<file path="config.mk">
export PLATFORM = sky130hd
export DESIGN_NAME = decode_unit_top
export DESIGN_NICKNAME = d
export VERILOG_FILES = /design/src/verilog/la32_dec_pkg.sv /design/src/verilog/inst_classify.sv /design/src/verilog/imm_gen.sv /design/src/verilog/reg_index_sel.sv /design/src/verilog/decode_apb_ctrl.sv /design/src/verilog/decode_unit_top.sv
export VERILOG_INCLUDE_DIRS = /design/src /design/src/verilog
export SDC_FILE = /design/constraint.sdc
export NUM_CORES = 1
export LEC_CHECK = 0
export BUFFER_PORTS_ARGS = -buffer_cell sky130_fd_sc_hd__buf_4
export CAP_MARGIN = 20
export CORE_AREA = 2 2 130 132
export CTS_BUF_LIST = sky130_fd_sc_hd__clkbuf_16
export CTS_CLUSTER_DIAMETER = 60
export DETAILED_ROUTE_END_ITERATION = 10
export DIE_AREA = 0 0 132 134
export SYNTH_ARGS = -nofsm -noshare
export SYNTH_HDL_FRONTEND = slang
export SYNTH_HIERARCHICAL = 1
export SYNTH_SLANG_ARGS = --single-unit
export TNS_END_PERCENT = 10
</file>
<file path="constraint.sdc">
create_clock -name clk -period 3.55 [get_ports clk]
set_clock_uncertainty 0.2 [all_clocks]
set_input_delay 0.71 -clock clk [delete_from_list [all_inputs] [get_ports clk]]
set_output_delay 0.71 -clock clk [all_outputs]
set_load 0.05 [all_outputs]
</file>
<file path="src/verilog/la32_dec_cfg.svh">
`ifndef LA32_DEC_CFG_SVH
`define LA32_DEC_CFG_SVH

// apb address bus width
`define LA32_APB_AW 8

// register byte offsets
`define LA32_REG_INST 8'h00
`define LA32_REG_UOP  8'h04
`define LA32_REG_IMM  8'h08
`define LA32_REG_IDX  8'h0C

// andi r0, r0, 0
`define LA32_INST_NOP 32'h0340_0000

`endif

</file>
<file path="src/verilog/la32_dec_pkg.sv">
`include "la32_dec_cfg.svh"

package la32_dec_pkg;

    ////////////////////////////////////////////////////////////
    // instruction word views
    typedef struct packed {
        logic [16:0] op;
        logic [4:0]  rk;
        logic [4:0]  rj;
        logic [4:0]  rd;
    } inst_reg_fmt_t;

    // hi field sits on top of rj and rd
    typedef struct packed {
        logic [5:0]  op;
        logic [15:0] lo;
        logic [9:0]  hi;
    } inst_imm_fmt_t;

    typedef union packed {
        inst_reg_fmt_t reg_fmt;
        inst_imm_fmt_t imm_fmt;
    } inst_u;

    ////////////////////////////////////////////////////////////
    // decode results
    typedef struct packed {
        logic br;
        logic bar;
        logic mem;
        logic csr;
        logic cache;
        logic idle;
        logic eret;
        logic tlb;
        logic mul;
        logic div;
        logic alu;
    } itype_t;

    typedef enum logic [1:0] {SRC1_RF, SRC1_PC, SRC1_ZERO, SRC1_CNTID} src1_e;
    typedef enum logic [1:0] {SRC2_RF, SRC2_IMM, SRC2_CNTL, SRC2_CNTH} src2_e;

    // codes match bits 18:15 of the 3-register alu encodings
    typedef enum logic [3:0] {
        ALU_ADD = 4'b0000, ALU_SUB = 4'b0010, ALU_SLT = 4'b0100, ALU_SLTU = 4'b0101,
        ALU_NOR = 4'b1000, ALU_AND = 4'b1001, ALU_OR  = 4'b1010, ALU_XOR  = 4'b1011,
        ALU_SRA = 4'b1101, ALU_SLL = 4'b1110, ALU_SRL = 4'b1111
    } alu_op_e;

    typedef struct packed {
        logic       brk;
        logic       syscall;
        logic       invalid;
        logic       privileged;
        logic       sign;
        src2_e      src2;
        src1_e      src1;
        logic [3:0] cond;
        itype_t     itype;
    } uop_t;

    typedef struct packed {
        logic [4:0] rd;
        logic [4:0] rj;
        logic [4:0] rk;
    } reg_idx_t;

    ////////////////////////////////////////////////////////////
    // apb
    typedef struct packed {
        logic                    psel;
        logic                    penable;
        logic                    pwrite;
        logic [`LA32_APB_AW-1:0] paddr;
        logic [31:0]             pwdata;
    } apb_req_t;

    typedef struct packed {
        logic [31:0] prdata;
        logic        pready;
        logic        pslverr;
    } apb_rsp_t;

endpackage

</file>
<file path="src/verilog/inst_classify.sv">
`timescale 1ns/10ps
`include "la32_dec_cfg.svh"

module inst_classify import la32_dec_pkg::*; (
    input  inst_u  inst,
    output uop_t   uop,
    output itype_t itype
);
    logic [31:0] w;
    logic        is_alu, is_sra, is_sfti, is_alu_imm, is_time, is_pcadd, is_lui;
    logic        is_ecall, tlb_inv;
    logic        alu_op_invalid, br_invalid, type_invalid, invalid;
    alu_op_e     alu_op;
    logic [3:0]  cond;
    src1_e       src1;
    src2_e       src2;

    assign w = inst;

    ////////////////////////////////////////////////////////////
    // class detection, bit 31 ignored here
    assign itype.br    = w[30];
    assign itype.bar   = w[30:16] == 15'b011100001110010;
    assign itype.mem   = w[30:28] == 3'b010;
    assign itype.csr   = w[30:24] == 7'b0000100;
    assign itype.cache = w[30:22] == 9'b000011000;
    assign itype.idle  = w[30:15] == 16'b0000110010010001;
    assign itype.eret  = w[30:10] == 21'b000011001001000001110;
    assign itype.mul   = w[30:17] == 14'b00000000001110;
    assign itype.div   = w[30:17] == 14'b00000000010000;

    // invtlb plus the tlbsrch/rd/wr/fill group
    assign tlb_inv   = w[30:15] == 16'b0000110010010011;
    assign itype.tlb = tlb_inv || (w[30:13] == 18'b000011001001000001 && w[12:10] != 3'b110);

    assign is_ecall   = w[30:17] == 14'b00000000010101 && !w[15];
    assign is_alu     = w[30:19] == 12'b000000000010;
    assign is_sra     = w[30:15] == 16'b0000000000110000;
    assign is_sfti    = w[30:20] == 11'b00000000100 && w[17:15] == 3'b001;
    assign is_alu_imm = w[30:25] == 6'b000001;
    assign is_time    = w[30:11] == 20'b00000000000000001100;
    assign is_pcadd   = w[30:25] == 6'b001110;
    assign is_lui     = w[30:25] == 6'b001010;
    assign itype.alu  = is_alu || is_sra || is_sfti || is_alu_imm || is_time || is_pcadd || is_lui;

    ////////////////////////////////////////////////////////////
    // operand sources
    always_comb begin
        if (is_lui) src1 = SRC1_ZERO;
        else if (is_pcadd) src1 = SRC1_PC;
        else if (is_time && !w[10] && w[4:0] == 5'd0) src1 = SRC1_CNTID;
        else src1 = SRC1_RF;
    end

    always_comb begin
        if (is_alu_imm || is_sfti || is_lui || is_pcadd) src2 = SRC2_IMM;
        else if (is_time && !w[10] && w[4:0] != 5'd0) src2 = SRC2_CNTL;
        else if (is_time) src2 = SRC2_CNTH;
        else src2 = SRC2_RF;
    end

    // alu sub-operation
    always_comb begin
        alu_op = ALU_ADD;
        alu_op_invalid = 1'b0;
        if (is_alu) begin
            alu_op = alu_op_e'(w[18:15]);
        end else if (is_alu_imm) begin
            case (w[24:22])
                3'b000:  alu_op = ALU_SLT;
                3'b001:  alu_op = ALU_SLTU;
                3'b010:  alu_op = ALU_ADD;
                3'b101:  alu_op = ALU_AND;
                3'b110:  alu_op = ALU_OR;
                3'b111:  alu_op = ALU_XOR;
                default: alu_op_invalid = 1'b1;
            endcase
        end else if (is_sfti) begin
            case (w[19:18])
                2'b00:   alu_op = ALU_SLL;
                2'b01:   alu_op = ALU_SRL;
                2'b10:   alu_op = ALU_SRA;
                default: alu_op_invalid = 1'b1;
            endcase
        end else if (is_sra) begin
            alu_op = ALU_SRA;
        end
    end

    // jirl, b, bl and the six compares are the only legal branch codes
    always_comb begin
        case (w[29:26])
            4'b0011, 4'b0100, 4'b0101, 4'b0110,
            4'b0111, 4'b1000, 4'b1001, 4'b1010, 4'b1011: br_invalid = 1'b0;
            default: br_invalid = itype.br;
        endcase
    end

    // classes are exclusive, so priority order does not matter
    always_comb begin
        cond = 4'd0;
        if (itype.alu) cond = alu_op;
        else if (itype.mul) cond = {3'b000, w[15] | w[16]};
        else if (itype.div) cond = {3'b000, w[15]};
        else if (itype.mem) cond = {1'b0, w[24], w[27] ? w[23:22] : 2'b10};
        else if (itype.br) cond = w[29:26];
    end

    ////////////////////////////////////////////////////////////
    // flags and final uop
    assign type_invalid = itype == '0 && !is_ecall;
    assign invalid = alu_op_invalid || type_invalid || br_invalid || w[31];

    always_comb begin
        uop.brk        = is_ecall && !w[16];
        uop.syscall    = is_ecall && w[16];
        uop.invalid    = invalid;
        uop.privileged = itype.cache || itype.tlb || itype.csr || itype.eret || itype.idle;
        // mul/div use bit 16, loads bit 25
        uop.sign       = ((itype.mul || itype.div) && !w[16]) || (itype.mem && !w[25]);
        uop.src2       = src2;
        uop.src1       = src1;
        uop.cond       = cond;
        // nop gets its own all-zero type
        uop.itype      = (w == `LA32_INST_NOP || invalid) ? '0 : itype;
    end

endmodule

</file>
<file path="src/verilog/imm_gen.sv">
`timescale 1ns/10ps

module imm_gen import la32_dec_pkg::*; (
    input  inst_u       inst,
    input  itype_t      itype,
    output logic [31:0] imm
);
    logic [31:0] w;
    logic        alu_imm, alu_sfti, alu_u20, b_bl;
    logic        is_i12, is_u12, is_i14, is_i16, is_i26, is_i20;

    assign w = inst;

    // sub-classes inside the decoded types
    assign alu_imm  = itype.alu && w[30:25] == 6'b000001;
    assign alu_sfti = itype.alu && w[30:22] == 9'b000000001;
    assign alu_u20  = itype.alu && w[28];
    assign b_bl     = itype.br && w[29:27] == 3'b010;

    // shift amount rides in the i12 field, low 5 bits used
    assign is_i12 = itype.cache || (alu_imm && !w[24]) || (itype.mem && w[27]) || alu_sfti;
    assign is_u12 = alu_imm && w[24];
    // ll/sc and csr
    assign is_i14 = (itype.mem && !w[27]) || itype.csr;
    assign is_i16 = itype.br && !b_bl;
    assign is_i26 = b_bl;
    assign is_i20 = alu_u20;

    always_comb begin
        imm = 32'd0;
        if (is_i12) imm = {{20{w[21]}}, w[21:10]};
        else if (is_u12) imm = {20'd0, w[21:10]};
        else if (is_i14) imm = {{18{w[23]}}, w[23:10]};
        else if (is_i16) imm = {{16{inst.imm_fmt.lo[15]}}, inst.imm_fmt.lo};
        else if (is_i26) imm = {{6{inst.imm_fmt.hi[9]}}, inst.imm_fmt.hi, inst.imm_fmt.lo};
        else if (is_i20) imm = {w[24:5], 12'd0};
    end

endmodule

</file>
<file path="src/verilog/reg_index_sel.sv">
`timescale 1ns/10ps

module reg_index_sel import la32_dec_pkg::*; (
    input  inst_u    inst,
    input  itype_t   itype,
    output reg_idx_t idx
);
    logic [31:0] w;
    logic        is_bl, is_jirl, b_bl, mem_wr, st_plain, preload, alu_rrr, alu_u20;
    logic        rd_zero, rj_zero, rk_from_rk, rk_from_rd;

    assign w = inst;

    assign is_bl    = itype.br && w[29:26] == 4'b0101;
    assign is_jirl  = itype.br && w[29:26] == 4'b0011;
    assign b_bl     = itype.br && w[29:27] == 3'b010;
    assign mem_wr   = itype.mem && w[24];
    // sc.w still writes its success flag to rd
    assign st_plain = mem_wr && w[27];
    assign preload  = itype.mem && w[27:22] == 6'b101011;
    // 3-register alu and sra.w
    assign alu_rrr  = itype.alu && w[30:21] == 10'd0 && w[20];
    // lu12i.w and pcaddu12i
    assign alu_u20  = itype.alu && w[28];

    assign rd_zero = itype.cache || itype.tlb || itype.idle || preload || st_plain ||
                     (itype.br && !is_jirl && !is_bl);
    assign rj_zero = itype.tlb || itype.idle || alu_u20 || b_bl;

    // store data and compare operand move from rd to rk
    assign rk_from_rk = alu_rrr || itype.mul || itype.div;
    assign rk_from_rd = mem_wr || (itype.br && !b_bl && !is_jirl) || itype.csr;

    always_comb begin
        // bl links through r1
        if (is_bl) idx.rd = 5'd1;
        else if (rd_zero) idx.rd = 5'd0;
        else idx.rd = inst.reg_fmt.rd;

        idx.rj = rj_zero ? 5'd0 : inst.reg_fmt.rj;

        if (rk_from_rk) idx.rk = inst.reg_fmt.rk;
        else if (rk_from_rd) idx.rk = inst.reg_fmt.rd;
        else idx.rk = 5'd0;
    end

endmodule

</file>
<file path="src/verilog/decode_apb_ctrl.sv">
`timescale 1ns/10ps
`include "la32_dec_cfg.svh"

module decode_apb_ctrl import la32_dec_pkg::*; (
    input  logic        clk,
    input  logic        rst,
    input  apb_req_t    apb_req,
    output apb_rsp_t    apb_rsp,
    output inst_u       inst,
    input  uop_t        uop,
    input  logic [31:0] imm,
    input  reg_idx_t    idx
);
    logic        access, hit_inst, hit_uop, hit_imm, hit_idx, mapped, err, wr_inst;
    logic        load_q;
    inst_u       inst_q;
    uop_t        uop_q;
    logic [31:0] imm_q;
    reg_idx_t    idx_q;
    logic [31:0] rd_word;

    ////////////////////////////////////////////////////////////
    // access decode
    assign access   = apb_req.psel && apb_req.penable;
    assign hit_inst = apb_req.paddr == `LA32_REG_INST;
    assign hit_uop  = apb_req.paddr == `LA32_REG_UOP;
    assign hit_imm  = apb_req.paddr == `LA32_REG_IMM;
    assign hit_idx  = apb_req.paddr == `LA32_REG_IDX;
    assign mapped   = hit_inst || hit_uop || hit_imm || hit_idx;

    // only INST is writable
    assign err     = access && (!mapped || (apb_req.pwrite && !hit_inst));
    assign wr_inst = access && apb_req.pwrite && hit_inst;

    ////////////////////////////////////////////////////////////
    // instruction register and result snapshot
    always_ff @(posedge clk) begin
        if (rst) begin
            inst_q <= '0;
            load_q <= 1'b0;
        end else begin
            load_q <= wr_inst;
            if (wr_inst) inst_q <= apb_req.pwdata;
        end
    end

    assign inst = inst_q;

    // loads one cycle after the write, and through reset so word zero is decoded
    always_ff @(posedge clk) begin
        if (rst || load_q) begin
            uop_q <= uop;
            imm_q <= imm;
            idx_q <= idx;
        end
    end

    ////////////////////////////////////////////////////////////
    // read path
    always_comb begin
        case (apb_req.paddr)
            `LA32_REG_INST: rd_word = inst_q;
            `LA32_REG_UOP:  rd_word = {8'd0, uop_q};
            `LA32_REG_IMM:  rd_word = imm_q;
            `LA32_REG_IDX:  rd_word = {17'd0, idx_q};
            default:        rd_word = 32'd0;
        endcase
    end

    // no wait states
    always_comb begin
        apb_rsp.pready  = 1'b1;
        apb_rsp.pslverr = err;
        apb_rsp.prdata  = (access && !apb_req.pwrite) ? rd_word : 32'd0;
    end

endmodule

</file>
<file path="src/verilog/decode_unit_top.sv">
`timescale 1ns/10ps

module decode_unit_top import la32_dec_pkg::*; (
    input  logic     clk,
    input  logic     rst,
    input  apb_req_t apb_req,
    output apb_rsp_t apb_rsp
);
    inst_u       inst;
    uop_t        uop;
    itype_t      itype;
    logic [31:0] imm;
    reg_idx_t    idx;

    decode_apb_ctrl u_ctrl (
        .clk     (clk),
        .rst     (rst),
        .apb_req (apb_req),
        .apb_rsp (apb_rsp),
        .inst    (inst),
        .uop     (uop),
        .imm     (imm),
        .idx     (idx)
    );

    inst_classify u_classify (
        .inst  (inst),
        .uop   (uop),
        .itype (itype)
    );

    imm_gen u_imm (
        .inst  (inst),
        .itype (itype),
        .imm   (imm)
    );

    reg_index_sel u_idx (
        .inst  (inst),
        .itype (itype),
        .idx   (idx)
    );

endmodule

</file>
---- Word-level counts from Yosys, hierarchy flattened ----
Index checks and enable logic that the tools add are counted.
word-level totals
  flip-flop bits (word level) ............. 104
  input port bits ......................... 45
  output and inout port bits .............. 34
  logic and storage cells ................. 203
cells by class
  equal/unequal tests ..................... 43
  multiplexer cells ....................... 33
  bitwise logic cells ..................... 1
  reduce and logical (&&, ||, !) cells .... 100
operators by type and width
  kind                    count
  $mux W32                7
  $pmux W32 S4            1
  $logic_or A1 B1 Y1      40
  $logic_and A1 B1 Y1     36
  $mux W4                 9
  $eq A16 B12 Y1 const B  2
  $eq A32 B26 Y1 const B  1
  $eq A14 B5 Y1 const B   2
  $eq A21 B17 Y1 const B  1
  $eq A20 B4 Y1 const B   1
  $pmux W4 S5             1
  $eq A18 B14 Y1 const B  1
  $eq A16 B6 Y1 const B   1
  $eq A4 B3 Y1 const B    4
  $eq A4 B4 Y1 const B    4
  $eq A8 B4 Y1 const B    2
  $eq A15 B14 Y1 const B  1
  $eq A14 B4 Y1 const B   1
  $logic_not A1 Y1        13
  $eq A12 B2 Y1 const B   1
  $eq A6 B4 Y1 const B    2
  $pmux W4 S3             1
  $eq A11 B3 Y1 const B   1
  $logic_not A11 Y1       1
  27 further kinds        43

---- Longest topological paths before layout ----
  depth in word-level cells ............... 14
  depth in mapped cells ................... 12

---- Modules after synthesis ----
Netlist, hierarchy kept.
by module, submodules not included
  module           times used  cells each  area an instance (µm²)
  decode_apb_ctrl  1           320         4540.6
  inst_classify    1           161         964.7
  imm_gen          1           108         763.2
  reg_index_sel    1           38          269.0

---- Least setup slack after synthesis ----
No wires, ideal clock.
  path kind ............................... input to output
  start point ............................. input apb_req[35] in the netlist's numbering
  end point ............................... output apb_rsp[25] in the netlist's numbering
  data arrival time ....................... 2.301 ns
  data required time ...................... 2.640 ns
  setup slack ............................. 0.339 ns
  cell stages on the path ................. 5
  path buffers ............................ 3
  cell sequence ........................... buf_2 -> buf_2 -> buf_2 -> or2_2 -> a21oi_1
RTL lines
  item                RTL line              text
  start: declaration  decode_unit_top.sv:6  input apb_req_t apb_req,
  end: declaration    decode_unit_top.sv:7  output apb_rsp_t apb_rsp

==> flow_metrics.env <==
export IMPL_path_buf_inv=0
export IMPL_finalSetupTns_ps=0
export IMPL_fin_nets=753
export IMPL_slowest_delay_ps=690
export IMPL_place_gp_congestion=0.975
export IMPL_path_clk_slew_ps=70
export IMPL_grt_ovfl_total=0
export IMPL_cts_root_buf="clkbuf_16"
export IMPL_postCtsSetupBuffers=0
export IMPL_crit_path_cell_trace="nor2b_1 -> nand2_1 -> nand2_1 -> or4b_1 -> nand2b_1 -> a211o_1 -> nand4_2 -> and2_1"
export IMPL_wl_per_cell_um=21.3
export IMPL_drc_errors=0
export IMPL_worstSetupEndpointType="register"
export IMPL_num_rows=47
export IMPL_die_h_um=134
export IMPL_grt_pass1_wl_mm=30.7
export IMPL_grt_max_degree=72
export IMPL_grt_antenna_before_repair=0
export IMPL_relSlewSlack_pct=42.9
export IMPL_drv_cap=0
export IMPL_rsz0062_at_grt="false"
export IMPL_dp_final_hpwl_mm=14.1
export IMPL_holdCritPathClass="reg2reg"
export IMPL_slew_viol_final=0
export IMPL_drtAntennaViolNets=0
export IMPL_wl_mm=19.8
export IMPL_clk_latency_ps=360
export IMPL_arrival_ps=3150
export IMPL_peakVddDrop_uv=203
export IMPL_setup_viol=0
export IMPL_p_leak_nw=3.02
export IMPL_tightest_slew_ps=855
export IMPL_finalHoldViolCount=0
export IMPL_areaGrowthSynthToFinish_pct=17.9
export IMPL_path_max_fanout=12
export IMPL_core_mm2=0.0163
export IMPL_vias_per_cell=5.79
export IMPL_numCtsBuffers=9
export IMPL_start_util_pct=40.1
export IMPL_cp_required_ps=3460
export IMPL_ios=79
export IMPL_netlist_area_mm2=0.00653
export IMPL_path_class="reg2reg"
export IMPL_io_buffers=77
export IMPL_period_needed_ps=3240
export IMPL_die_area_mm2=0.0177
export IMPL_clock_sinks=104
export IMPL_first_global_vias=5308
export IMPL_die_w_um=132
export IMPL_crit_family="simple AND/OR/NAND/NOR gates"
export IMPL_syn_instance_count=625
export IMPL_path_common_cell="nand2_1"
export IMPL_drt_pre_antenna_iters=5
export IMPL_crit_slowest_cell="or4b_1"
export IMPL_p_total_mw=2.51
export IMPL_cts_max_level=3
export IMPL_yosysWarnings=6
export IMPL_outcome="completed"
export IMPL_finalCritPeriodShare_pct=91.3
export IMPL_vias=5384
export IMPL_track_usage_pct=22.8
export IMPL_drive_above_1_share_pct=26.0
export IMPL_cts_buffer_depth=2
export IMPL_syn_nets=674
export IMPL_powerDensity_mw_per_mm2=326
export IMPL_avgSynthCellArea_um2=10.4
export IMPL_tritoncts="done"
export IMPL_fmax_mhz=309
export IMPL_drt_iter0_drc=497
export IMPL_start_kind="register"
flip-flops by register name, summed over array words and instances, names as in the netlist:
name / count
u_ctrl/inst: 32
u_ctrl/load_q: 1
u_ctrl/idx_q: 15
u_ctrl/uop_q: 24
u_ctrl/imm_q: 32
what timing repair did:
action | 4_1_cts | 5_1_grt
hold buffers | 0 | 0
hold endpoints to repair | 0 | 0
gates resized for setup | 0 | 2
endpoints found under the setup margin | 0 | 5
tightest hold or removal path: stages, from the launching register on:
cell and delay [ps]:
dfxtp_1 350, nand2b_1 90, mux2i_1 70
metrics by stage:
step	worst slack [ps]	util [%]	cells	instance area (um^2)	hold WS, ps
after detailed placement	200	45.3	913	7390	354
final	310	47.3	930	7700	357
after CTS	178	47.2	929	7690	366
after global routing	133	47.2	929	7690	399
after global placement	199	45.3	913	7390	342
after floorplan	339	-	625	6530	274
routing by layer:
| layer | track usage (%) | up-vias | routed length [um] |
|---|---|---|---|
| li1 | - | 2443 | - |
| met1 | 30.5 | 2621 | 8580 |
| met2 | 34.7 | 267 | 8800 |
| met3 | 5.29 | 53 | 1680 |
| met4 | 11.4 | 0 | 796 |
| met5 | 0 | - | 0 |
area by class of cell:
class / count / area (um^2)
fillers: 1557 / 8590
multi-input cells: 454 / 3370
flip-flops and latches: 104 / 2790
repair buffers: 115 / 876
well taps: 220 / 275
clock buffers: 9 / 225
clock inverters: 7 / 76.3
inverters: 20 / 75.1
diodes: 1 / 2.50
cells in the final DEF (no fill, tap or decap), drive strengths merged, types with 23 or more instances in the layout:
cell,n
nand2,24
dfxtp,33
nor2b,26
inv,25
mux2i,51
nor2,37
edfxtp,71
buf,115
o21ai,23
nand2b,78
path summary, 6_finish.rpt:
path                           end  cells past startpoint  slack, ps             from
setup reg to reg  u_ctrl/imm_q[10]                      8        310  u_ctrl/inst[26]
hold / removal     u_ctrl/inst[28]                      2        360  u_ctrl/inst[28]
hold reg to reg    u_ctrl/inst[28]                      2        360  u_ctrl/inst[28]
setup / recovery  u_ctrl/imm_q[10]                      8        310  u_ctrl/inst[26]
where the power goes:
| group | internal [mW] | total (mW) | switching, mW |
|---|---|---|---|
| registers | 1.32 | 1.32 | 0.00799 |
| clock network | 0.555 | 1.03 | 0.475 |
| logic | 0.0821 | 0.154 | 0.0716 |
| total | 1.95 | 2.51 | 0.554 |
Note: power is estimated with default switching activity, not from simulation.
